==> src/dcache_defines.svh <==
// dcache geometry: way count, set count, address field widths and the miss marker
`ifndef DCACHE_DEFINES_SVH
`define DCACHE_DEFINES_SVH

// tree pseudo-LRU below is built for exactly four ways
`define DCACHE_NUM_WAY 4
`define DCACHE_NUM_SETS 32

// byte address split: tag | set index | offset
`define DCACHE_INDEX_BITS 5
`define DCACHE_OFFSET_BITS 3
`define DCACHE_TAG_BITS 24
`define DCACHE_ADDR_BITS 32

// one 64-bit word per line
`define DCACHE_DATA_BITS 64

// shown on the read port whenever the lookup does not return a line
`define DCACHE_MISS_DATA 64'hDEAD_DEAD_DEAD_DEAD

`endif
==> src/dcache_pkg.sv <==
// dcache types: address views, stored line, write request and write-back candidate
`include "dcache_defines.svh"

package dcache_pkg;

  typedef struct packed {
    logic [`DCACHE_TAG_BITS-1:0]    tag;
    logic [`DCACHE_INDEX_BITS-1:0]  set_index;
    logic [`DCACHE_OFFSET_BITS-1:0] offset;
  } dcache_addr_t;

  // byte address as a whole word or split into its fields
  typedef union packed {
    logic [`DCACHE_ADDR_BITS-1:0] word;
    dcache_addr_t                 fields;
  } dcache_addr_u;

  typedef struct packed {
    logic                         valid;
    logic                         dirty;
    logic [`DCACHE_TAG_BITS-1:0]  tag;
    logic [`DCACHE_DATA_BITS-1:0] data;
  } dcache_line_t;

  typedef struct packed {
    dcache_addr_u                 addr;
    logic [`DCACHE_DATA_BITS-1:0] data;
    logic                         valid;
    logic                         dirty;
  } dcache_write_t;

  // addr carries a zero offset, it names the whole line
  typedef struct packed {
    logic                         valid;
    logic                         dirty;
    dcache_addr_u                 addr;
    logic [`DCACHE_DATA_BITS-1:0] data;
  } dcache_victim_t;

endpackage

==> src/way_merge.sv <==
// way_merge: combines per-way hits, picks read data and the reported victim
`timescale 1ns/1ps
`include "dcache_defines.svh"

module way_merge (
  input  logic                                            rd_search,
  input  logic                                            wr_search,
  input  logic [`DCACHE_NUM_WAY-1:0]                      way_rd_hit,
  input  logic [`DCACHE_NUM_WAY-1:0][`DCACHE_DATA_BITS-1:0] way_rd_data,
  input  logic [`DCACHE_NUM_WAY-1:0]                      way_wr_hit,
  input  dcache_pkg::dcache_victim_t [`DCACHE_NUM_WAY-1:0] way_victim,
  input  logic [`DCACHE_NUM_WAY-1:0]                      victim_sel,
  output logic                                            rd_hit,
  output logic [`DCACHE_DATA_BITS-1:0]                    rd_data,
  output logic                                            wr_hit,
  output dcache_pkg::dcache_victim_t                      victim
);

  assign rd_hit = |way_rd_hit;
  assign wr_hit = |way_wr_hit;

  // data only when exactly one way claims the address
  always_comb begin
    rd_data = `DCACHE_MISS_DATA;
    if (rd_search && $onehot(way_rd_hit)) begin
      for (int w = 0; w < `DCACHE_NUM_WAY; w++) begin
        if (way_rd_hit[w]) begin
          rd_data = way_rd_data[w];
        end
      end
    end
  end

  // victim_sel is one-hot, at most one candidate passes
  always_comb begin
    victim = '0;
    if (wr_search) begin
      for (int w = 0; w < `DCACHE_NUM_WAY; w++) begin
        if (victim_sel[w]) begin
          victim = way_victim[w];
        end
      end
    end
  end

endmodule

==> config.mk <==
export PLATFORM = sky130hd
export DESIGN_NAME = way_merge
export DESIGN_NICKNAME = d
export VERILOG_FILES = /design/src/dcache_pkg.sv /design/src/way_merge.sv
export VERILOG_INCLUDE_DIRS = /design/src
export SDC_FILE = /design/constraint.sdc
export NUM_CORES = 1
export LEC_CHECK = 0
export BUFFER_PORTS_ARGS = -buffer_cell sky130_fd_sc_hd__buf_4
export CORE_AREA = 8 8 313 315
export DETAILED_ROUTE_END_ITERATION = 10
export DIE_AREA = 0 0 321 323
export SLEW_MARGIN = 20
export SYNTH_ARGS = -nofsm -noshare
export SYNTH_HDL_FRONTEND = slang
export SYNTH_SLANG_ARGS = --single-unit
==> constraint.sdc <==
create_clock -name vclk -period 2.95
set_input_delay 0.4425 -clock vclk [all_inputs]
set_output_delay 0.4425 -clock vclk [all_outputs]
set_load 0.02 [all_outputs]
# After elaboration in Yosys (flattened, before gate mapping)
# Cells that the tools add are included.
# word_totals
register_bits	0
latch_bits	0
ramBits	0
romBits	0
input_bits	662
output_inout_bits	164
word_cells	17
memories	0
# classes
addsub	3
n_mul	0
n_div	0
magnitude_cmp	0
n_eq_ne	1
shifts	0
mux	10
bitwise	0
n_reduce_logical	3
# op_table
op	n
2-to-1 mux 98 bit	5
2-to-1 mux 64 bit	5
OR reduction 4 bit	2
adder 1 x 1 -> 2 bit	2
adder 2 x 2 -> 3 bit	1
== test 3 x 1 -> 1 bit, second input constant	1
logical AND 1 bit	1

# Logic depth before layout (Yosys ltp)
# Gate-level depths: netlist of the first run.
# logic_depth
ltp_word	5
ltp_mapped	11
depth_no_buf	8

# Least setup slack after synthesis of the first run
# No wires, ideal clock.
# synth_path
path_type	input to output
from	input way_rd_hit[1]
to	output rd_data[10]
t_arrival_ns	2.834
required_ns	2.508
setup_slack_ns	-0.327
path_stages	11
path_cell_list	buf_2 buf_2 inv_1 fa_1 inv_1 ha_1 ha_1 and4bb_2 nand2_2 buf_2 o32a_1
# synth_via
elab_chain_len	5
elab_cells_between_ends	8
cone_classes	2 x add/sub; 1 x eq/ne; 4 x mux; 1 x reduce/logical
# synth_rtl
element	line	rtl
start: declaration	way_merge.sv:8	input logic [`DCACHE_NUM_WAY-1:0] way_rd_hit,
adder 1 x 1 -> 2 bit (not written as such)	way_merge.sv:25	if (rd_search && $onehot(way_rd_hit)) begin
adder 2 x 2 -> 3 bit (not written as such)	way_merge.sv:25	
== test 3 x 1 -> 1 bit	way_merge.sv:25	
logical AND 1 bit	way_merge.sv:25	
2-to-1 mux 64 bit *	way_merge.sv:25	
end: declaration	way_merge.sv:14	output logic [`DCACHE_DATA_BITS-1:0] rd_data,
# Mark *: on every way between the ends. The rest lies on a longest branch, timed or not.

# Worst setup path after layout of the first run
# layout_path
from	input way_rd_hit[3]
to	output rd_data[47]
# The elaborated chain is that of the path after synthesis.

==> results.ini, run 1 <==
[status]
outcome = complete, but fails checks
violations = negative setup slack

[yosys]
ys_types = 23
synth_largest_area_cell = a221oi_1
yosys_warnings = 0
avgSynthCellArea_sq_um = 6.29
synthTopCellsByArea = a221oi_1 19%, o21ai_0 15%, a221oi_2 9.0%
synth_nets = 1466
synth_seq_area_share_pct = 0
synth_top_area_share_pct = 19.5
synthesis.area_sq_mm = 0.00503
syn_inst = 800

[floorplanning]
ios = 826
die_h_um = 323
initial_utilization_pct = 5.42
rows = 112
core-area_sq_mm = 0.0928
die_x_um = 321
die_area_sq_mm = 0.104

[sta]
tightest_slew_ns = 0.704
fin_tns_setup_ns = -4.87
fin_crit_sh_pct = 104
finalWorstSetupSlack_ns = -0.121
hold_violations = 0
fin_crit_ns = 3.07
setup_violations = 64
drv_slew = 0
rsz0062_at_grt = yes
fmax_mhz = 326
timing.slew.headroom_pct = 53.1

[cells_and_area]
multi_input_area_sq_mm = 0.00425
nFillCells = 10700
area_growth_pct = 165
seq_cells = 0
layout.nets = 2250
drive_gt1_share_pct = 60.2
final_util_pct = 14.4
num-clock-buffers = 0
final_area_sq_mm = 0.0133
register_area_sq_um = 0

[drt]
wl_mm = 55.0
vias = 10100
firstDrtPassIters = 5
routedWlPerCell_um = 19.4
ant_nets = 0
detail_route.vias_per_cell = 3.57
drcViolationCount = 0
drtIter0Drc = 918

[power]
ir_worst_vdd_mv = 0.125
finalPower_w = 0.00210
p_leak_nw = 6.17
power_density_mw_per_mm2 = 157

[critical_path]
arrival_ns = 2.63
start_kind = input pin
max_stage_delay_ns = 0.48
worst_setup_path_end_kind = primary output
worstPathCellList = buf_8 > clkinvlp_4 > fa_1 > inv_1 > ha_2 > ha_4 > and4bb_4 > nand2_4 > buf_12 > o32a_1 > buf_6
critPathKind = in2out
crit_fanout = 44
cp_slowest_cell = fa_1
worst_ep_required_time_ns = 2.51

[grt]
grt_usage_pct = 9.10
grt_pass1_vias = 10200
grt_pass1_wl_mm = 71.4
antenna_found_initial = 16
grt_max_degree = 130
grt.overflow.total = 0

[place]
io_buffers = 826
place_area_sq_mm = 0.0129
hpwl_mm = 47.5
finalWeightedCongestion = 0.957
dpl_worst_slack_ns = -0.257

[hold_path]
hold_path.class = in2out
whs_path_depth = 3

[cts]
cts_hold_buffers = 0

[run]
drv_cap = 0

## Yosys cell counts (all sizes together)
library cell and n:
clkbuf 51, o21ai 196, o32a 44, ha 3
a221oi 142, fa 1, or4 1, buf 54
inv 95, nand3 2, a32o 20, nor2b 4
and4bb 1, nand2 99, nand2b 20, and2 47
a221o 20
## worst max-delay path: cells and delay by family
kind	cells	cell delay (ns)
buffers and inverters	5	0.52
AND/OR/NAND/NOR	2	0.40
AO/OA/AOI/OAI	1	0.39
adder cells (fa/ha/maj)	3	0.85
## layout make-up
type	instances	area share (%)
antenna	5	0.0938
inverter	95	2.74
multi-input combinational	600	31.9
tap	1254	11.8
timing repair buffer	887	53.5
## cells by family after synthesis
kind of cell               share of synthesized area [%]
adders and majority gates                           1.14
and+or+nand+nor                                     16.9
AOI/OAI and AO/OA                                   64.7
buffers and inverters                               17.3
## per-stage QoR
step	hold WS, ns	std cells
after floorplan	1.06	800
after global placement	1.17	2828
after detailed placement	1.18	2828
after CTS	1.18	2830
after global routing	1.20	2837
final	1.18	2841
## what timing repair did
| action | CTS | global route |
|---|---|---|
| cloned | 0 | 4 |
| pin swaps | 6 | 3 |
| gates resized for setup | 39 | 41 |
| setup buffers | 2 | 2 |
| endpoints found under the setup margin | 64 | 64 |
## report_power, final
group / internal, W / switching [W] / leakage (nW) / total, W
sequential: 0 / 0 / 0 / 0
combinational: 0.00112 / 0.000979 / 6.17 / 0.00210
clock: 0.000000000229 / 0 / 0.0000317 / 0.000000000229
total: 0.00112 / 0.000979 / 6.17 / 0.00210
## routing by layer
layer  share of wire [%]  track usage (%)
met5                0.11                0
met4                 1.9             1.45
met3                  13             4.43
met2                  46             14.3
met1                  39             11.4
## layout by cell type (no fill, tap or decap), types with 30 or more instances in the layout
cell type    n
o21ai_0    149
nand2_1     97
a221oi_2    30
buf_4      802
and2_1      44
a221oi_1   112
buf_6       66
o32a_1      44
o21ai_1     47
inv_1       91
## worst paths after layout
check | start | to
worst max-delay path | way_rd_hit[3] | rd_data[47]
worst min-delay path | way_wr_hit[2] | wr_hit
Note: power is estimated with default switching activity, not from simulation.
==> inputs of run 2 (changes only) <==
ABC_AREA = 1   (was unset)
CAP_MARGIN = 5   (was unset)
CORE_AREA = 8 8 312 314   (was 8 8 313 315)
DIE_AREA = 0 0 320 322   (was 0 0 321 323)
==> results.ini, run 2 <==
[status]
outcome = finished clean  ; was complete, but fails checks

[place]
dp.cells = 3522  ; was 2,828
finalWeightedCongestion = 0.973  ; was 0.957
hpwl_mm = 70.7  ; was 47.5 mm
io_buffers = 826  ; unchanged

[critical_path]
worstPathCellList = buf_6 > inv_2 > fa_1 > inv_1 > ha_2 > ha_4 > nor2_4 > nand2_8 > clkbuf_16 > a21oi_1 > nand2_1 > buf_4  ; was buf_8 > clkinvlp_4 > fa_1 > inv_1 > ha_2 > ha_4 > and4bb_4 > nand2_4 > buf_12 > o32a_1 > buf_6
critPathKind = in2out  ; unchanged
worst_setup_path_end_kind = primary output  ; unchanged
worst_ep_required_time_ns = 2.51  ; about the same
max_stage_delay_ns = 0.52  ; was 0.48 ns
start_kind = input pin  ; unchanged
worstSetupStartpoint = way_rd_hit[1]  ; was way_rd_hit[3]
arrival_ns = 2.44  ; was 2.63 ns
crit_buf_inv = 5  ; unchanged
crit_fanout = 7  ; was 44
cp_slowest_cell = fa_1  ; unchanged
critical_path.top_delay_family = adder cells  ; unchanged

[grt]
grt_pass1_vias = 13800  ; was 10,200
grt_pass1_wl_mm = 107  ; was 71.4 mm
grt.overflow.total = 0  ; unchanged
antenna_found_initial = 47  ; was 16
grt_usage_pct = 14.3  ; was 9.10%
grt_max_degree = 87  ; was 130

[cts]
cts_hold_buffers = 0  ; unchanged
cts_post_setup_buffers_inserted = 0  ; was 2

[cells_and_area]
num-clock-buffers = 0  ; unchanged
fin_cells = 3549  ; was 2,841
layout.nets = 2999  ; was 2,250
multi_input_area_sq_mm = 0.00587  ; was 0.00425 sq mm
seq_cells = 0  ; unchanged
area_growth_pct = 119  ; was 165%
final_cell_mix = 865 x buf_4, 576 x nand2_1, 232 x a21oi_1  ; was 802 x buf_4, 149 x o21ai_0, 112 x a221oi_1
register_area_sq_um = 0  ; unchanged
drive_gt1_share_pct = 41.4  ; was 60.2%
nFillCells = 11000  ; was 10,700
layout_commonest_cell = buf_4  ; unchanged

[floorplanning]
rows = 112  ; unchanged
die_area_sq_mm = 0.103  ; was 0.104 sq mm
ios = 826  ; unchanged
die_x_um = 320  ; was 321 um
core-area_sq_mm = 0.0925  ; was 0.0928 sq mm
die_h_um = 322  ; was 323 um
initial_utilization_pct = 7.42  ; was 5.42%

[drt]
firstDrtPassIters = 5  ; unchanged
ant_nets = 0  ; unchanged
routedWlPerCell_um = 23.0  ; was 19.4 um
drtIter0Drc = 923  ; was 918
drcViolationCount = 0  ; unchanged
wl_mm = 81.6  ; was 55.0 mm
vias = 13700  ; was 10,100
detail_route.vias_per_cell = 3.85  ; was 3.57

[yosys]
synthesis.area_sq_mm = 0.00686  ; was 0.00503 sq mm
synth_nets = 2251  ; was 1,466
syn_inst = 1585  ; was 800
avgSynthCellArea_sq_um = 4.33  ; was 6.29 sq um
synth_seq_area_share_pct = 0  ; unchanged
ys_types = 18  ; was 23
synth.most_common_cell = nand2_1  ; was o21ai_0
synth_common_cells = 597 x nand2_1, 280 x a21oi_1, 188 x inv_1, 183 x nand3_1, 92 x o21ai_0  ; was 149 x o21ai_0, 112 x a221oi_1, 98 x nand2_1, 94 x inv_1, 51 x clkbuf_1
synthTopCellsByArea = nand2_1 33%, a21oi_1 20%, nand3_1 13%  ; was a221oi_1 19%, o21ai_0 15%, a221oi_2 9.0%
yosys_warnings = 0  ; unchanged
synth_top_area_share_pct = 32.7  ; was 19.5%
synth_largest_area_cell = nand2_1  ; was a221oi_1

[power]
power_density_mw_per_mm2 = 168  ; was 157 mW/mm^2
finalPower_w = 0.00253  ; was 0.00210 W
p_leak_nw = 7.89  ; was 6.17 nW
ir_worst_vdd_mv = 0.0977  ; was 0.125 mV

[sta]
fin_crit_sh_pct = 97.6  ; was 104%
holdWs_ns = 1.16  ; was 1.18 ns
hold_violations = 0  ; unchanged
setup_violations = 0  ; was 64
timing.slew.headroom_pct = 46.0  ; was 53.1%
fmax_mhz = 347  ; was 326 MHz
fin_crit_ns = 2.88  ; was 3.07 ns
tightest_slew_ns = 0.810  ; was 0.704 ns
fin_tns_setup_ns = 0  ; was -4.87 ns
drv_slew = 0  ; unchanged

[run]
drv_cap = 0  ; unchanged

[hold_path]
hp-start = way_wr_hit[0]  ; was way_wr_hit[2]
hold_path.class = in2out  ; unchanged

-- run 2: changes by cell type after synthesis, moves of 41 or more --
cell and change:
a21oi_1 +280, a221oi_1 -112, and2_1 -47, inv_1 +94
nand2_1 +499, nand3_1 +181, nor2_1 +91, o21ai_0 -57
o21ai_1 -41, o32a_1 -44
-- run 2: cells by family (layout without fill, tap and decap cells) --
| family | count (synthesis) | count (layout) | share of synthesized area [%] |
|---|---|---|---|
| adder cells (fa/ha/maj) | 4 | 4 | 0.839 |
| AND/OR/NAND/NOR | 871 | 871 | 51.0 |
| buffers and inverters | 332 | 1078 | 20.6 |
| AO/OA/AOI/OAI | 378 | 378 | 27.6 |
| other | 0 | 21 | 0 |
-- run 2: final timing paths --
| path | endpoint | slack (ns) | cells past startpoint |
|---|---|---|---|
| worst max-delay path | rd_data[15] | 0.07 | 12 |
| worst min-delay path | wr_hit | 1.16 | 4 |
-- run 2: cell type report --
cell class / instances / area share, %
Timing Repair Buffer: 886 / 45.7
Multi-Input combinational cell: 1253 / 39.1
Tap cell: 1197 / 9.97
Inverter: 192 / 4.85
Antenna cell: 21 / 0.350
-- run 2: where the power goes --
group / leakage [nW] / switching [W] / total [W] / internal (W)
Clock: 0.000133 / 0 / 0.000000000981 / 0.000000000981
Sequential: 0 / 0 / 0 / 0
Combinational: 7.89 / 0.00138 / 0.00253 / 0.00115
Total: 7.89 / 0.00138 / 0.00253 / 0.00115
-- run 2: stage by stage --
stage	worst slack (ns)	util [%]	instance area, sq um
finish	0.0721	16.2	15000
CTS	-0.00862	15.9	14700
global route	-0.0714	16.2	15000
detailed placement	-0.0564	15.9	14700
floorplan	0.000423	-	7160
global placement	-0.0272	15.9	14700
-- run 2: layer usage --
| metal | vias up | wire [um] | track usage, % |
|---|---|---|---|
| met5 | - | 100 | 0 |
| met4 | 16 | 5030 | 8.34 |
| met1 | 6221 | 25800 | 13.1 |
| met3 | 148 | 6760 | 4.03 |
| li1 | 6509 | - | - |
| met2 | 757 | 44000 | 27.9 |
-- run 2: timing repair --
item / in CTS / in global routing
resized for setup: 4 / 37
cloned: 0 / 6
pin swaps: 0 / 5
setup endpoints to repair: 20 / 64
hold endpoints to repair: 0 / 0
==> inputs of run 3 (changes only) <==
==> constraint.sdc (replaced) <==
create_clock -name vclk -period 2.95
set_input_delay 0.4425 -clock vclk [all_inputs]
set_output_delay 0.4425 -clock vclk [all_outputs]
set_load 0.005 [all_outputs]
==> results.ini, run 3 (synthesis gave the netlist of run 2 again) <==
[hold_path]
hp-start = way_wr_hit[0]  ; unchanged
holdPathEnd = wr_hit  ; unchanged
hold_path.class = in2out  ; unchanged
whs_path_depth = 4  ; unchanged

[sta]
tightest_slew_ns = 0.760  ; was 0.810 ns
fin_tns_setup_ns = 0  ; unchanged
fmax_mhz = 344  ; was 347 MHz
setup_violations = 0  ; unchanged
hold_violations = 0  ; unchanged
timing.slew.headroom_pct = 49.3  ; was 46.0%
fin_crit_sh_pct = 98.6  ; was 97.6%
drv_slew = 0  ; unchanged
holdWs_ns = 1.13  ; was 1.16 ns
fin_crit_ns = 2.91  ; was 2.88 ns

[critical_path]
worstPathCellList = buf_4 > inv_1 > fa_1 > inv_1 > ha_1 > ha_4 > nor2_4 > nand2_4 > clkbuf_16 > a21oi_1 > nand2_1 > buf_4  ; was buf_6 > inv_2 > fa_1 > inv_1 > ha_2 > ha_4 > nor2_4 > nand2_8 > clkbuf_16 > a21oi_1 > nand2_1 > buf_4
max_stage_delay_ns = 0.53  ; was 0.52 ns
worst_ep_required_time_ns = 2.51  ; about the same
critPathKind = in2out  ; unchanged
start_kind = input pin  ; unchanged
crit_fanout = 11  ; was 7
cp_slowest_cell = fa_1  ; unchanged
worst_setup_path_end_kind = primary output  ; unchanged
arrival_ns = 2.47  ; was 2.44 ns

[cells_and_area]
register_area_sq_um = 0  ; unchanged
layout.nets = 2986  ; was 2,999
num-clock-buffers = 0  ; unchanged
layout_commonest_cell = buf_4  ; unchanged
final_util_pct = 15.7  ; was 16.2%
seq_cells = 0  ; unchanged
drive_gt1_share_pct = 38.3  ; was 41.4%
final_cell_mix = 856 x buf_4, 596 x nand2_1, 274 x a21oi_1  ; was 865 x buf_4, 576 x nand2_1, 232 x a21oi_1
area_growth_pct = 112  ; was 119%

[floorplanning]
initial_utilization_pct = 7.42  ; unchanged
rows = 112  ; unchanged
ios = 826  ; unchanged
die_h_um = 322  ; unchanged
die_area_sq_mm = 0.103  ; unchanged
core-area_sq_mm = 0.0925  ; unchanged
die_x_um = 320  ; unchanged

[status]
outcome = finished clean  ; unchanged

[drt]
top_layer = met5  ; unchanged
wl_met3_mm = 6.82  ; was 6.76 mm
drtIter0Drc = 1093  ; was 923
detail_route.vias_per_cell = 3.93  ; was 3.85
wl_mm = 89.0  ; was 81.6 mm
drt-met1-wl_mm = 30.6  ; was 25.8 mm
firstDrtPassIters = 5  ; unchanged
wl_met2_mm = 47.3  ; was 44.0 mm
vias = 13900  ; was 13,700
drcViolationCount = 0  ; unchanged
ant_nets = 0  ; unchanged
routedWlPerCell_um = 25.1  ; was 23.0 um

[place]
finalWeightedCongestion = 0.979  ; was 0.973
hpwl_mm = 77.3  ; was 70.7 mm
io_buffers = 826  ; unchanged

[grt]
grt_max_degree = 99  ; was 87
grt_usage_pct = 15.7  ; was 14.3%
antenna_found_initial = 79  ; was 47
grt_pass1_wl_mm = 115  ; was 107 mm
grt.overflow.total = 0  ; unchanged
grt_pass1_vias = 13600  ; was 13,800

[run]
drv_cap = 0  ; unchanged

[power]
ir_worst_vdd_mv = 0.150  ; was 0.0977 mV
p_leak_nw = 7.81  ; was 7.89 nW
finalPower_w = 0.00223  ; was 0.00253 W
power_density_mw_per_mm2 = 153  ; was 168 mW/mm^2

==> run 3: metrics by stage <==
stage / cells / setup WS [ns] / area, sq um
after global routing: 3533 / -0.0206 / 14500
after CTS: 3510 / 0.0346 / 14400
final: 3541 / 0.0417 / 14600
after global placement: 3510 / 0.0151 / 14400
after floorplan: 1585 / -0.0469 / 6860
after detailed placement: 3510 / 0.0113 / 14400
==> run 3: what timing repair did <==
action | in CTS | in global routing
gates cloned | 0 | 4
pin swaps | 0 | 3
gates resized for setup | 1 | 10
setup endpoints to repair | 1 | 46
buffers inserted | 0 | 1
hold buffers | 0 | 0
==> run 3: power by group <==
| group | internal [W] | switching [W] |
|---|---|---|
| Sequential | 0 | 0 |
| Clock | 0.00000000121 | 0 |
| Combinational | 0.00111 | 0.00112 |
| Total | 0.00111 | 0.00112 |
==> run 3: final cells by class <==
type,instances,area (sq um)
tap,1197,1500
antenna,26,65.1
fill,11100,77900
inverter,192,728
multi-input combinational,1253,5500
timing repair buffer,873,6770
==> run 3: metal layers <==
layer  track usage [%]  vias to the layer above
li1                  -                     6497
met1              16.1                     6365
met2              30.2                      836
met3              3.98                      199
met4              6.01                        6
met5                 0                        -
==> run 3: worst max-delay path by stage <==
stage          cells after the start  slack [ns]     startpoint           to
2_1_floorplan                     11       -0.05  way_rd_hit[0]  rd_data[13]
6_report                          12        0.04  way_rd_hit[0]   rd_data[7]
5_1_grt                           12       -0.02  way_rd_hit[0]   rd_data[2]
4_1_cts                           12        0.03  way_rd_hit[0]   rd_data[7]
3_5_place_dp                      12        0.01  way_rd_hit[0]   rd_data[7]
3_3_place_gp                      12        0.02  way_rd_hit[0]  rd_data[16]
==> run 3: critical path, delay by kind of cell <==
family / cells / cell delay (ns)
adder cells (fa/ha/maj): 3 / 0.96
AO/OA/AOI/OAI: 1 / 0.14
buffers and inverters: 5 / 0.55
AND/OR/NAND/NOR: 3 / 0.36
