<file path="config.mk">
export PLATFORM = sky130hd
export DESIGN_NAME = plru_way_select
export DESIGN_NICKNAME = d
export VERILOG_FILES = /design/src/plru_way_select.sv
export VERILOG_INCLUDE_DIRS = /design/src
export SDC_FILE = /design/constraint.sdc
export NUM_CORES = 1
export LEC_CHECK = 0
export BUFFER_PORTS_ARGS = -buffer_cell sky130_fd_sc_hd__buf_4
export CORE_MARGIN = 3
export CORE_UTILIZATION = 35
export DETAILED_ROUTE_END_ITERATION = 12
export HOLD_SLACK_MARGIN = 0.1
export PLACE_DENSITY = 0.56
export SYNTH_ARGS = -nofsm -noshare
export SYNTH_HDL_FRONTEND = slang
export SYNTH_SLANG_ARGS = --single-unit
</file>
<file path="constraint.sdc">
create_clock -name clock -period 6.5 [get_ports clock]
set_input_delay 0.975 -clock clock [delete_from_list [all_inputs] [get_ports clock]]
set_output_delay 0.975 -clock clock [all_outputs]
set_load 0.005 [all_outputs]
</file>
<file path="src/dcache_defines.svh">
// dcache geometry: way count, set count, address field widths and the miss marker
`ifndef DCACHE_DEFINES_SVH
`define DCACHE_DEFINES_SVH

// tree pseudo-LRU below is built for exactly four ways
`define DCACHE_NUM_WAY 4
`define DCACHE_NUM_SETS 32

// byte address split: tag | set index | offset
`define DCACHE_INDEX_BITS 5
`define DCACHE_OFFSET_BITS 3
`define DCACHE_TAG_BITS 24
`define DCACHE_ADDR_BITS 32

// one 64-bit word per line
`define DCACHE_DATA_BITS 64

// shown on the read port whenever the lookup does not return a line
`define DCACHE_MISS_DATA 64'hDEAD_DEAD_DEAD_DEAD

`endif
</file>
<file path="src/plru_way_select.sv">
// plru_way_select: per-set tree pseudo-LRU state and one-hot write enables for the ways
`timescale 1ns/1ps
`include "dcache_defines.svh"

module plru_way_select (
  input  logic                          clock,
  input  logic                          reset,
  input  logic                          wr_en,
  input  logic                          wr_from_mem,
  input  logic [`DCACHE_INDEX_BITS-1:0] wr_index,
  input  logic [`DCACHE_NUM_WAY-1:0]    way_wr_hit,
  output logic [`DCACHE_NUM_WAY-1:0]    way_wr_en,
  output logic [`DCACHE_NUM_WAY-1:0]    victim_sel
);

  // a picks the half, b splits ways 0/1, c splits ways 2/3
  logic [`DCACHE_NUM_SETS-1:0] tree_a;
  logic [`DCACHE_NUM_SETS-1:0] tree_b;
  logic [`DCACHE_NUM_SETS-1:0] tree_c;

  logic a_cur;
  logic b_cur;
  logic c_cur;
  logic any_hit;
  logic fill;

  assign a_cur = tree_a[wr_index];
  assign b_cur = tree_b[wr_index];
  assign c_cur = tree_c[wr_index];

  // victim decode for the write set
  always_comb begin
    victim_sel[0] = !a_cur && !b_cur;
    victim_sel[1] = !a_cur && b_cur;
    victim_sel[2] = a_cur && !c_cur;
    victim_sel[3] = a_cur && c_cur;
  end

  assign any_hit = |way_wr_hit;

  // miss branch of the write rule
  assign fill = wr_en && wr_from_mem && !any_hit;

  // store hits go to the hitting way, fills to the victim
  always_comb begin
    if (wr_en && any_hit) begin
      way_wr_en = way_wr_hit;
    end else if (fill) begin
      way_wr_en = victim_sel;
    end else begin
      way_wr_en = '0;
    end
  end

  // only fills move the tree, so store hits keep the order
  always_ff @(posedge clock) begin
    if (reset) begin
      tree_a <= '0;
      tree_b <= '0;
      tree_c <= '0;
    end else if (fill) begin
      tree_a[wr_index] <= !a_cur;
      if (a_cur) begin
        tree_c[wr_index] <= !c_cur;
      end else begin
        tree_b[wr_index] <= !b_cur;
      end
    end
  end

endmodule

</file>
After elaboration in Yosys (flattened, before gate mapping):

Cells that the tools add are included.

* register bits after elaboration: 96
* input bits: 13
* output and inout port bits: 8
* logic and storage cells: 34

* magnitude comparators: 2
* muxes and demuxes: 13
* bitwise logic cells: 1
* reduce and logical (&&, ||, !) cells: 15

Operators by type and width (number)
* 32-bit bitwise mux: 3
* 1-bit binary-select mux with 5-bit select: 3
* 1-bit logical AND: 8
* 4-bit 2-to-1 mux: 2
* 5-bit by 6-bit less-than comparator with 1-bit output (second input constant): 1
* 1-bit demux with 5-bit select: 1
* 5-bit by 1-bit greater-or-equal comparator with 1-bit output (second input constant): 1
* 1-bit logical NOT: 4
* 1-bit 2-to-1 mux: 4
* 2-bit AND reduction: 2
* 4-bit OR reduction: 1
* 1-bit inverter: 1

Depth between registers and ports, before layout:

Gate-level depths: netlist (run 1).

* word-level depth: 6
* gate-level depth with buffers: 11
* mapped depth without buffers: 6

Least setup slack after synthesis (run 1):

No wires, ideal clock.

* path kind: input to output
* from: input wr_index[3]
* to: output victim_sel[1]
* arrival time: 2611 ps
* data required time: 5525 ps
* setup slack: 2914 ps
* stages: 9
* path buffers: 4
* cell sequence: buf_2 -> or3b_1 -> buf_2 -> o22ai_1 -> o41ai_1 -> and3_1 -> buf_4 -> buf_4 -> nor3_1

* cells in the longest elaborated chain, start to end: 4
* elaborated cells between the ends (all ways): 6
* those cells by class: mux (4); reduce/logical (2)

RTL lines
* from (decl): RTL line plru_way_select.sv:10 `` input logic [`DCACHE_INDEX_BITS-1:0] wr_index, ``
* 1-bit binary-select mux with 5-bit select: RTL line plru_way_select.sv:27 `assign a_cur = tree_a[wr_index];`
* 1-bit 2-to-1 mux (not written as such): RTL line plru_way_select.sv:27
* 1-bit logical NOT: RTL line plru_way_select.sv:34 `victim_sel[1] = !a_cur && b_cur;`
* 1-bit logical AND (*): RTL line plru_way_select.sv:34
* to (decl): RTL line plru_way_select.sv:13 `` output logic [`DCACHE_NUM_WAY-1:0] victim_sel ``

Every way passes the cells marked *; elsewhere a longest branch is shown, timed or not. The select of a mux whose other input is x is not followed.

Final worst setup path (run 1):

* from: input wr_index[1]
* to: output way_wr_en[1]

* cells in the longest elaborated chain, start to end: 6
* elaborated cells between the ends (all ways): 8
* those cells by class: mux (6); reduce/logical (2)

RTL lines
* 1-bit binary-select mux with 5-bit select: RTL line plru_way_select.sv:27
* 1-bit 2-to-1 mux (not written as such): RTL line plru_way_select.sv:27
* 1-bit logical NOT: RTL line plru_way_select.sv:34
* 1-bit logical AND (*): RTL line plru_way_select.sv:34
* 4-bit 2-to-1 mux (*): RTL line plru_way_select.sv:48 `end else if (fill) begin`
* 4-bit 2-to-1 mux (*): RTL line plru_way_select.sv:46 `if (wr_en && any_hit) begin`
* to (decl): RTL line plru_way_select.sv:12 `` output logic [`DCACHE_NUM_WAY-1:0] way_wr_en, ``

Marked as above.

==> flow_summary_export.csv, run 1 <==
group,metric,value,unit
place,port_buffers,20,
floorplanning,core-area,14600,sq um
run,drv_cap,0,
synth,yosysWarnings,0,
synth,synth_most_common_cell,"mux2i_1",
sta,maxSlewViolCount,0,
clock_tree,path_clk_slew,70,ps
drt,wl_per_cell,18.7,um
synth,synth_top_area_share,36.6,%
drt,drt.antenna.violating_nets,0,
clock_tree,clk_latency,350,ps
global_routing,grt_max_degree,98,
floorplanning,die_x,128,um
worst_setup_path,arrival,3460,ps
pwr,seq_power_share,49.8,%
floorplanning,rows,44,
floorplanning,die-height,128,um
worst_setup_path,cp-end-kind,"output port",
hold_path,min_delay_worst_endpoint,"tree_a[2]",
clock_tree,cts_setup_buffers,0,
layout,drive_gt1_share,13.6,%
synth,synth_common_cells,"100 x mux2i_1, 96 x dfxtp_1, 50 x nor2_1",
layout,syn2layout_area_growth,7.53,%
synth,ys.flop_type,"dfxtp_1",
pwr,switchingPower,289,uW
synth,synth_area,5250,sq um
sta,tns,0,ps
drt,wl,14.1,mm
clock_tree,cts_inserted_buffers,9,
place,gp_congestion,0.896,
worst_setup_path,setup.worst_path.start_class,"primary input",
global_routing,grt_overflow_total,0,
sta,hold_viol,0,
drt,via_per_inst,5.72,
hold_path,holdPathStages,2,
layout,antenna_cells,0,
drt,vias,4302,
synth,synth_top_cell_by_area,"dfxtp_1",
floorplanning,dieArea,16500,sq um
run_status,status,"finished clean",
pwr,powerDensity,209,nW/um^2
pwr,vdd_ir_drop_max,0.122,mV
pwr,p_int,893,uW
sta,finalClockSkew,7.44,ps
floorplanning,start_util,36.0,%
clock_tree,clk_path_buf_depth,2,
global_routing,grt_pass1_vias,4192,
layout,fillers,1476,
sta,worst_hold_slack,463,ps
clock_tree,cts.sink_count,96,
sta,min_period_over_period,68.3,%
sta,rsz0062_at_grt,"false",
clock_tree,cts_max_level,3,
sta,worst-slew-pin-transition,1090,ps
sta,fmax,225,MHz
worst_setup_path,rr_worst_depth,6,
global_routing,antenna_found_initial,0,
clock_tree,cts_tree,"yes",
hold_path,hold_start,"tree_a[2]",
worst_setup_path,rrSetupSlack,3790,ps
clock_tree,clock-root-buffer,"clkbuf_16",
synth,synth_enable_flop_cells,0,
synth,ys_seq_elements,96,
worst_setup_path,path_max_fanout,49,
pwr,leakagePower,0.00214,uW
sta,min_period,4440,ps
layout,nets,576,
synth,synthCells,579,
synth,syn_nets,592,
sta,final.setup.worst_slack,2060,ps
hold_path,holdCritPathClass,"reg2reg",
worst_setup_path,critPathKind,"in2out",
global_routing,grt_pass1_wl,22.6,mm
clock_tree,cts_resized,0,
pwr,p_clk_share,43.7,%
pwr,power,1180,uW
pwr,combPwrFrac,6.6,%
drt,first_iter_violations,330,
clock_tree,hold_buffers,0,
worst_setup_path,r2r_start,"tree_c[21]",
drt,drc_errors,0,
synth,yosys-top-cells-area,"dfxtp_1 37%, mux2i_1 19%, nand3_1 4.4%",
sta,relSlewSlack,26.5,%
worst_setup_path,crit_required,5520,ps
worst_setup_path,r2r-end,"tree_c[27]",
global_routing,grt_usage,17.4,%
sta,finalSetupViolations,0,
pwr,swShare,24.4,%
floorplanning,ios,21,
synth,async_reset_ff_share,0,%
drt,dr.pass1.iters,5,
layout,finish.instance_area,5650,sq um
place,dp_slack,2020,ps
synth,synth_cell_types,53,
place,hpwl,9.26,mm
place,dpl_cell_area,5360,sq um
synth,synth.avg_cell_area,9.07,sq um
synth,ys_seq_area_share,36.6,%
[worst max-delay path by stage]
| stage | from | slack (ps) | cells after the start | to |
|---|---|---|---|---|
| final | wr_index[1] | 2060 | 9 | way_wr_en[1] |
| after global routing | wr_index[1] | 1820 | 9 | way_wr_en[1] |
| after CTS | wr_index[1] | 2040 | 9 | way_wr_en[1] |
| after detailed placement | wr_index[1] | 2020 | 9 | way_wr_en[1] |
| after global placement | wr_index[1] | 2110 | 9 | way_wr_en[1] |
| after floorplan | wr_index[3] | 2910 | 9 | victim_sel[1] |
[layout make-up]
cell class                 instances  area, sq um  share of cell area [%]
clock inverter                     4         28.8                   0.510
tap                              184          230                    4.08
sequential                        96         1920                    34.0
multi-input combinational        431         3030                    53.6
clock buffer                      12          256                    4.54
inverter                           2         7.51                   0.133
timing repair buffer              23          173                    3.06
[routing by layer]
metal / global-route usage, % / vias to the layer above / wire length (um)
li1: - / 2059 / -
met1: 23.2 / 2131 / 6460
met2: 28.1 / 96 / 6640
met3: 4.61 / 16 / 786
met4: 4.32 / 0 / 192
met5: 0 / - / 0
[kinds of logic (layout without fill, tap and decap cells)]
| group | count (synthesis) | after routing | synth area share [%] |
|---|---|---|---|
| simple gates | 219 | 219 | 23.5 |
| mux | 109 | 109 | 21.8 |
| compound gates | 103 | 103 | 12.4 |
| flops | 96 | 96 | 36.6 |
| buf+inv | 52 | 41 | 5.72 |
[worst max-delay path, stage by stage]
cell,delay (ps)
buf_4,640
mux2i_1,320
o22ai_1,100
o41ai_1,370
and3_1,220
buf_4,330
inv_1,100
a32o_1,240
buf_4,130
[power groups by stage]
stage               sequential [uW]  combinational [uW]  clock (uW)
CTS                             588                77.8         525
finish                          588                77.4         516
global placement                602                76.4           0
global route                    588                83.1         548
floorplan                       602                55.9           0
detailed placement              602                77.9           0
[flip-flops by register name (all words and copies together), names as in the netlist]
name,count
tree_a,32
tree_c,32
tree_b,32
[per-stage QoR]
stage	cells	utilization (%)
4_1_cts	752	38.7
2_1_floorplan	579	-
3_3_place_gp	736	36.7
6_report	752	38.7
3_5_place_dp	736	36.7
5_1_grt	752	38.7
[placed cells by master, fill, tap and decap left out, types with 2 or more instances in the layout]
master,netlist,routed
mux2i_1,100,100
dfxtp_1,96,96
nor2_1,50,50
nand3_1,46,46
a21oi_1,37,37
nand2b_1,29,29
o21ai_0,29,29
buf_4,7,23
nand2_1,21,21
o22ai_1,14,14
nor3_1,10,10
nor3_2,10,10
nand4_1,9,9
clkbuf_16,0,9
and3_1,8,8
nor2b_1,7,7
and2_1,5,5
nand3b_1,4,4
nor2_2,4,4
mux2_2,4,4
mux4_2,3,3
or3b_1,3,3
o41ai_1,3,3
o31ai_1,3,3
a311oi_2,3,3
or3_4,2,2
inv_1,2,2
mux2_4,2,2
a32o_1,2,2
nor4_1,2,2
a311oi_1,2,2
clkbuf_8,0,2
clkinvlp_4,0,2
No activity file was read; power rests on OpenSTA's default activity.
==> run 2: changes to the inputs <==
Settings changed: ABC_AREA set to 1.
Clock period 6.5 ns to 4.4 ns, I/O delays scaled along.
==> run 2 against run 1 <==
Compared with the run above: utilization increased by 0.85 points; register-to-register slack worse by 1600 ps; count of clock-buffer cells in the layout shrank 1; synthesized cell count rose by 56%; final area grew 3.3%.
==> flow_summary_export.csv, run 2 <==
group,metric,value,unit
drt,drt.antenna.violating_nets,0,
sta,min_period_over_period,77.9,%
synth,synth_top_area_share,35.9,%
sta,worst-slew-pin-transition,858,ps
layout,final_cell_mix,"306 x nand2_1, 132 x nor2_1, 104 x inv_1, 96 x dfxtp_1, 66 x a21oi_1",
pwr,leakagePower,0.00278,uW
worst_setup_path,path_max_fanout,31,
sta,hold_viol,0,
worst_setup_path,critPathSlowestCell,"nand2_1",
clock_tree,clk_path_buf_depth,2,
worst_setup_path,rrSetupSlack,2190,ps
worst_setup_path,crit_start,"wr_index[0]",
pwr,combPwrFrac,6.0,%
layout,top_regs,"tree_a (32), tree_b (32), tree_c (32)",
run_status,status,"finished clean",
worst_setup_path,cp-end-kind,"output port",
drt,drc_errors,0,
synth,async_reset_ff_share,0,%
synth,synth_top_cell_by_area,"dfxtp_1",
global_routing,grt_max_degree,156,
layout,syn2layout_area_growth,9.00,%
floorplanning,die-height,130,um
synth,synth_common_cells,"306 x nand2_1, 132 x nor2_1, 104 x inv_1",
pwr,switchingPower,397,uW
clock_tree,cts_max_level,3,
clock_tree,clock-root-buffer,"clkbuf_16",
sta,fmax,292,MHz
worst_setup_path,cp.depth,14,
hold_path,holdCritPathClass,"reg2reg",
synth,synth_compound_area_share,13.4,%
sta,worst_hold_slack,469,ps
place,hpwl,9.79,mm
worst_setup_path,crit_required,3740,ps
drt,via_per_inst,4.82,
worst_setup_path,arrival,2770,ps
synth,synthMuxAreaShare,0,%
sta,min_period,3430,ps
drt,first_iter_violations,413,
hold_path,hold_start,"tree_a[30]",
worst_setup_path,critical_path.top_delay_family,"simple AND/OR/NAND/NOR gates",
floorplanning,ios,21,
pwr,p_int,1270,uW
global_routing,grt_usage,18.5,%
layout,layout_commonest_cell,"nand2_1",
clock_tree,hold_buffers,0,
clock_tree,cts_inserted_buffers,9,
clock_tree,clk_latency,350,ps
layout,drive_gt1_share,5.99,%
pwr,powerDensity,285,nW/um^2
sta,final.setup.worst_slack,970,ps
place,gp_congestion,0.861,
synth,synth-xor-area-share,0,%
floorplanning,dieArea,16800,sq um
global_routing,grt_pass1_wl,24.3,mm
sta,relSlewSlack,42.6,%
sta,finalSetupViolations,0,
synth,synth_cell_types,20,
global_routing,grt_overflow_total,0,
clock_tree,cts_setup_buffers,0,
drt,vias,5225,
clock_tree,cts_resized,0,
floorplanning,die_x,130,um
drt,wl_per_cell,13.9,um
synth,synthCells,903,
synth,ys_seq_area_share,35.9,%
synth,yosys.area_share.simple,38.4,%
sta,finalClockSkew,7.39,ps
floorplanning,start_util,36.3,%
worst_setup_path,path_buf_inv,4,
layout,nets,912,
worst_setup_path,critPathKind,"in2out",
synth,synth_most_common_cell,"nand2_1",
clock_tree,cts.sink_count,96,
worst_setup_path,slowest_delay,420,ps
sta,maxSlewViolCount,0,
synth,synth.avg_cell_area,5.93,sq um
sta,rsz0062_at_grt,"false",
worst_setup_path,r2r_start,"tree_c[0]",
pwr,p_clk_share,41.8,%
worst_setup_path,setup.worst_path.start_class,"primary input",
pwr,seq_power_share,52.2,%
clock_tree,cts_tree,"yes",
worst_setup_path,cpMostUsedCell,"nand2_1",
worst_setup_path,rr_worst_depth,12,
layout,antenna_cells,0,
pwr,swShare,23.9,%
synth,yosys-top-cells-area,"dfxtp_1 36%, nand2_1 21%, nor2_1 9.3%",
pwr,vdd_ir_drop_max,0.197,mV
pwr,power,1670,uW
place,port_buffers,20,
synth,synth_top_family_by_area,"simple AND/OR/NAND/NOR gates",
worst_setup_path,cp_cell_sequence,"buf_4, nand2_1, buf_4, nor2_1, a21oi_1, nand2_1, nand2_1, nand2_1, nor2_1, nand2_2, inv_1, nand2_1, nand2_1, buf_4",
run,drv_cap,0,
global_routing,antenna_found_initial,0,
clock_tree,path_clk_slew,60,ps
synth,ys.flop_type,"dfxtp_1",
worst_setup_path,crit_path_end,"way_wr_en[0]",
floorplanning,rows,44,
drt,wl,15.1,mm
drt,dr.pass1.iters,5,
synth,ys_seq_elements,96,
synth,synth_area,5350,sq um
place,dp_slack,951,ps
synth,synth_enable_flop_cells,0,
synth,synthAdderAreaFrac,0,%
floorplanning,core-area,14800,sq um
synth,yosysWarnings,0,
worst_setup_path,r2r-end,"tree_c[1]",
synth,syn_nets,916,
sta,tns,0,ps
global_routing,grt_pass1_vias,4533,
[run 2: cell count changes after synthesis, sizes merged, moves of 17 or more]
| cell | delta |
|---|---|
| nand2 | +288 |
| o21ai | +22 |
| nand2b | -29 |
| o21bai | +17 |
| a21oi | +28 |
| nor2 | +82 |
| mux2i | -100 |
| inv | +106 |
[run 2: logic make-up after synthesis]
| group | after synthesis |
|---|---|
| AO/OA/AOI/OAI | 135 |
| buffers and inverters | 155 |
| AND/OR/NAND/NOR | 517 |
| flip-flops | 96 |
[run 2: how the worst min path moves through the flow]
stage,slack [ps],cells past startpoint,to
floorplan,420,2,tree_a[22]
global placement,460,2,tree_c[24]
detailed placement,460,2,tree_c[21]
CTS,470,2,tree_c[21]
global route,490,2,tree_c[24]
finish,470,2,tree_a[30]
[run 2: power groups by stage]
stage / Clock (uW) / Sequential [uW] / Combinational [uW]
floorplan: 0 / 889 / 59.1
global placement: 0 / 889 / 98.7
detailed placement: 0 / 889 / 98.6
CTS: 720 / 869 / 98.9
global route: 748 / 869 / 109
finish: 697 / 869 / 99.5
[run 2: area by class of cell]
class	count	area, sq um
Tap cell	184	230
Multi-Input combinational cell	652	2780
Inverter	108	405
Clock inverter	2	10.0
Sequential cell	96	1920
Clock buffer	11	233
Timing Repair Buffer	32	253
Fill cell	1605	8920
[run 2: through the flow]
stage | utilization [%] | instances | area, sq um
4_1_cts | 39.6 | 1085 | 5840
5_1_grt | 39.6 | 1085 | 5840
3_3_place_gp | 37.9 | 1072 | 5590
3_5_place_dp | 37.9 | 1072 | 5590
2_1_floorplan | - | 903 | 5350
6_report | 39.6 | 1085 | 5840
[run 2: metal layers]
| layer | wire, um | global-route usage [%] | vias to the layer above |
|---|---|---|---|
| li1 | - | - | 2781 |
| met1 | 7360 | 26.2 | 2326 |
| met2 | 6760 | 28.7 | 103 |
| met3 | 722 | 3.46 | 15 |
| met4 | 238 | 5.20 | 0 |
| met5 | 0 | 0 | - |
[run 2: worst reg2reg max path, delay by kind of cell (launching register included)]
| kind | cells | cell delay, ps |
|---|---|---|
| buffers and inverters | 1 | 310 |
| and+or+nand+nor | 11 | 1530 |
| DFF | 1 | 310 |
==> run 3: changes to the inputs <==
Settings changed: PLACE_DENSITY 0.56 to 0.58.
Clock period 4.4 ns to 2.8 ns, I/O delays scaled along.
==> run 3 against run 2 <==
Compared with the run above: largest cell class unchanged; critical path depth down 1; critical endpoint unchanged; total power up 78%; via count up 0.82%.
==> flow_summary_export.csv, run 3 (synthesized netlist as in run 2, its figures left out) <==
group,metric,value,unit
floorplanning,start_util,36.3,%
worst_setup_path,setup.worst_path.start_class,"primary input",
global_routing,grt_pass1_vias,4556,
sta,hold_viol,0,
clock_tree,cts_inserted_buffers,9,
sta,relSlewSlack,66.1,%
clock_tree,clk_latency,360,ps
run_status,status,"finished clean",
floorplanning,core-area,14800,sq um
floorplanning,ios,21,
clock_tree,cts.sink_count,96,
worst_setup_path,path_max_fanout,17,
layout,drive_gt1_share,8.34,%
sta,min_period,2610,ps
clock_tree,clk_path_buf_depth,2,
sta,min_period_over_period,93.3,%
floorplanning,rows,44,
layout,final_cell_mix,"306 x nand2_1, 132 x nor2_1, 104 x inv_1, 96 x dfxtp_1, 66 x a21oi_1",
worst_setup_path,arrival,2190,ps
layout,fillers,1610,
place,gp_congestion,0.807,
layout,finish.utilization,41.2,%
sta,final.setup.worst_slack,189,ps
drt,drt.antenna.violating_nets,0,
clock_tree,cts_setup_buffers,0,
drt,wl,15.1,mm
place,hpwl,9.93,mm
pwr,leakagePower,0.00292,uW
run,drv_cap,0,
layout,nets,931,
drt,vias,5268,
sta,rsz0062_at_grt,"false",
global_routing,grt_usage,18.6,%
pwr,powerDensity,488,nW/um^2
clock_tree,cts_resized,0,
clock_tree,clock-root-buffer,"clkbuf_16",
pwr,vdd_ir_drop_max,0.290,mV
global_routing,grt_max_degree,90,
layout,top_regs,"tree_a (32), tree_b (32), tree_c (32)",
drt,wl_per_cell,13.6,um
layout,layout_commonest_cell,"nand2_1",
clock_tree,hold_buffers,0,
layout,antenna_cells,0,
sta,maxSlewViolCount,0,
worst_setup_path,slowest_delay,260,ps
place,dp_slack,172,ps
layout,finish.instance_area,6080,sq um
floorplanning,dieArea,16800,sq um
sta,fmax,383,MHz
hold_path,holdCritPathClass,"in2reg",
global_routing,grt_pass1_wl,24.6,mm
drt,via_per_inst,4.76,
worst_setup_path,crit_required,2380,ps
global_routing,grt_overflow_total,0,
sta,finalClockSkew,10.5,ps
worst_setup_path,critPathSlowestCell,"o21ai_0",
place,port_buffers,20,
sta,tns,0,ps
sta,worst_hold_slack,302,ps
sta,finalSetupViolations,0,
sta,worst-slew-pin-transition,507,ps
place,dpl_cell_area,5750,sq um
worst_setup_path,cp_cell_sequence,"buf_4, buf_4, nand2_1, buf_4, o21ai_0, o21ai_0, nand2_1, nor2_1, nand2_2, inv_1, nand2_1, nand2_1, buf_4",
floorplanning,die_x,130,um
clock_tree,path_clk_slew,70,ps
drt,drc_errors,0,
layout,syn2layout_area_growth,13.6,%
worst_setup_path,cp-end-kind,"output port",
global_routing,antenna_found_initial,0,
drt,first_iter_violations,406,
drt,dr.pass1.iters,5,
clock_tree,cts_max_level,3,
clock_tree,cts_tree,"yes",
worst_setup_path,critPathKind,"in2out",
floorplanning,die-height,130,um
-- run 3: changes by cell type in the layout (fill, tap and decap cells not counted) --
cell	delta
buf_4	+18
clkinvlp_4	+1
clkbuf_1	-1
buf_12	+1
bufinv_16	+3
-- run 3: metal layers --
metal / part of all wire, % / wire length [um] / global-route usage, %
met3: 4.9 / 731 / 3.63
met1: 51 / 7680 / 27.7
met5: 0 / 0 / 0
met4: 1.4 / 216 / 4.65
met2: 43 / 6440 / 27.5
-- run 3: final cells by class --
class / count / area, sq um / area share, %
flip-flops and latches: 96 / 1920 / 31.6
clock inverters: 6 / 108 / 1.77
multi-input cells: 652 / 2780 / 45.7
well taps: 184 / 230 / 3.78
clock buffers: 10 / 229 / 3.76
repair buffers: 51 / 408 / 6.70
inverters: 108 / 405 / 6.66
-- run 3: worst paths after layout --
check                 end        start  cells past startpoint  slack, ps
min            tree_b[30]        reset                      2        300
max          way_wr_en[0]  wr_index[0]                     13        190
min reg2reg    tree_a[22]   tree_a[22]                      2        450
max reg2reg    tree_c[24]   tree_c[12]                     12        920
-- run 3: power breakdown --
group | leakage [uW] | internal (uW) | switching [uW] | total [uW]
registers | 0.000773 | 1360 | 0.295 | 1370
clock network | 0.000162 | 871 | 558 | 1430
logic | 0.00199 | 53.3 | 119 | 172
-- run 3: worst max-delay path, delay by kind of cell --
| family | cells | cell delay [ps] |
|---|---|---|
| buf+inv | 5 | 850 |
| simple gates | 6 | 480 |
| compound gates | 2 | 430 |
-- run 3: stage by stage --
stage,power (uW),cells
after CTS,3000,1107
after global placement,1570,1091
after detailed placement,1570,1091
after floorplan,1490,903
final,2970,1107
after global routing,3060,1107
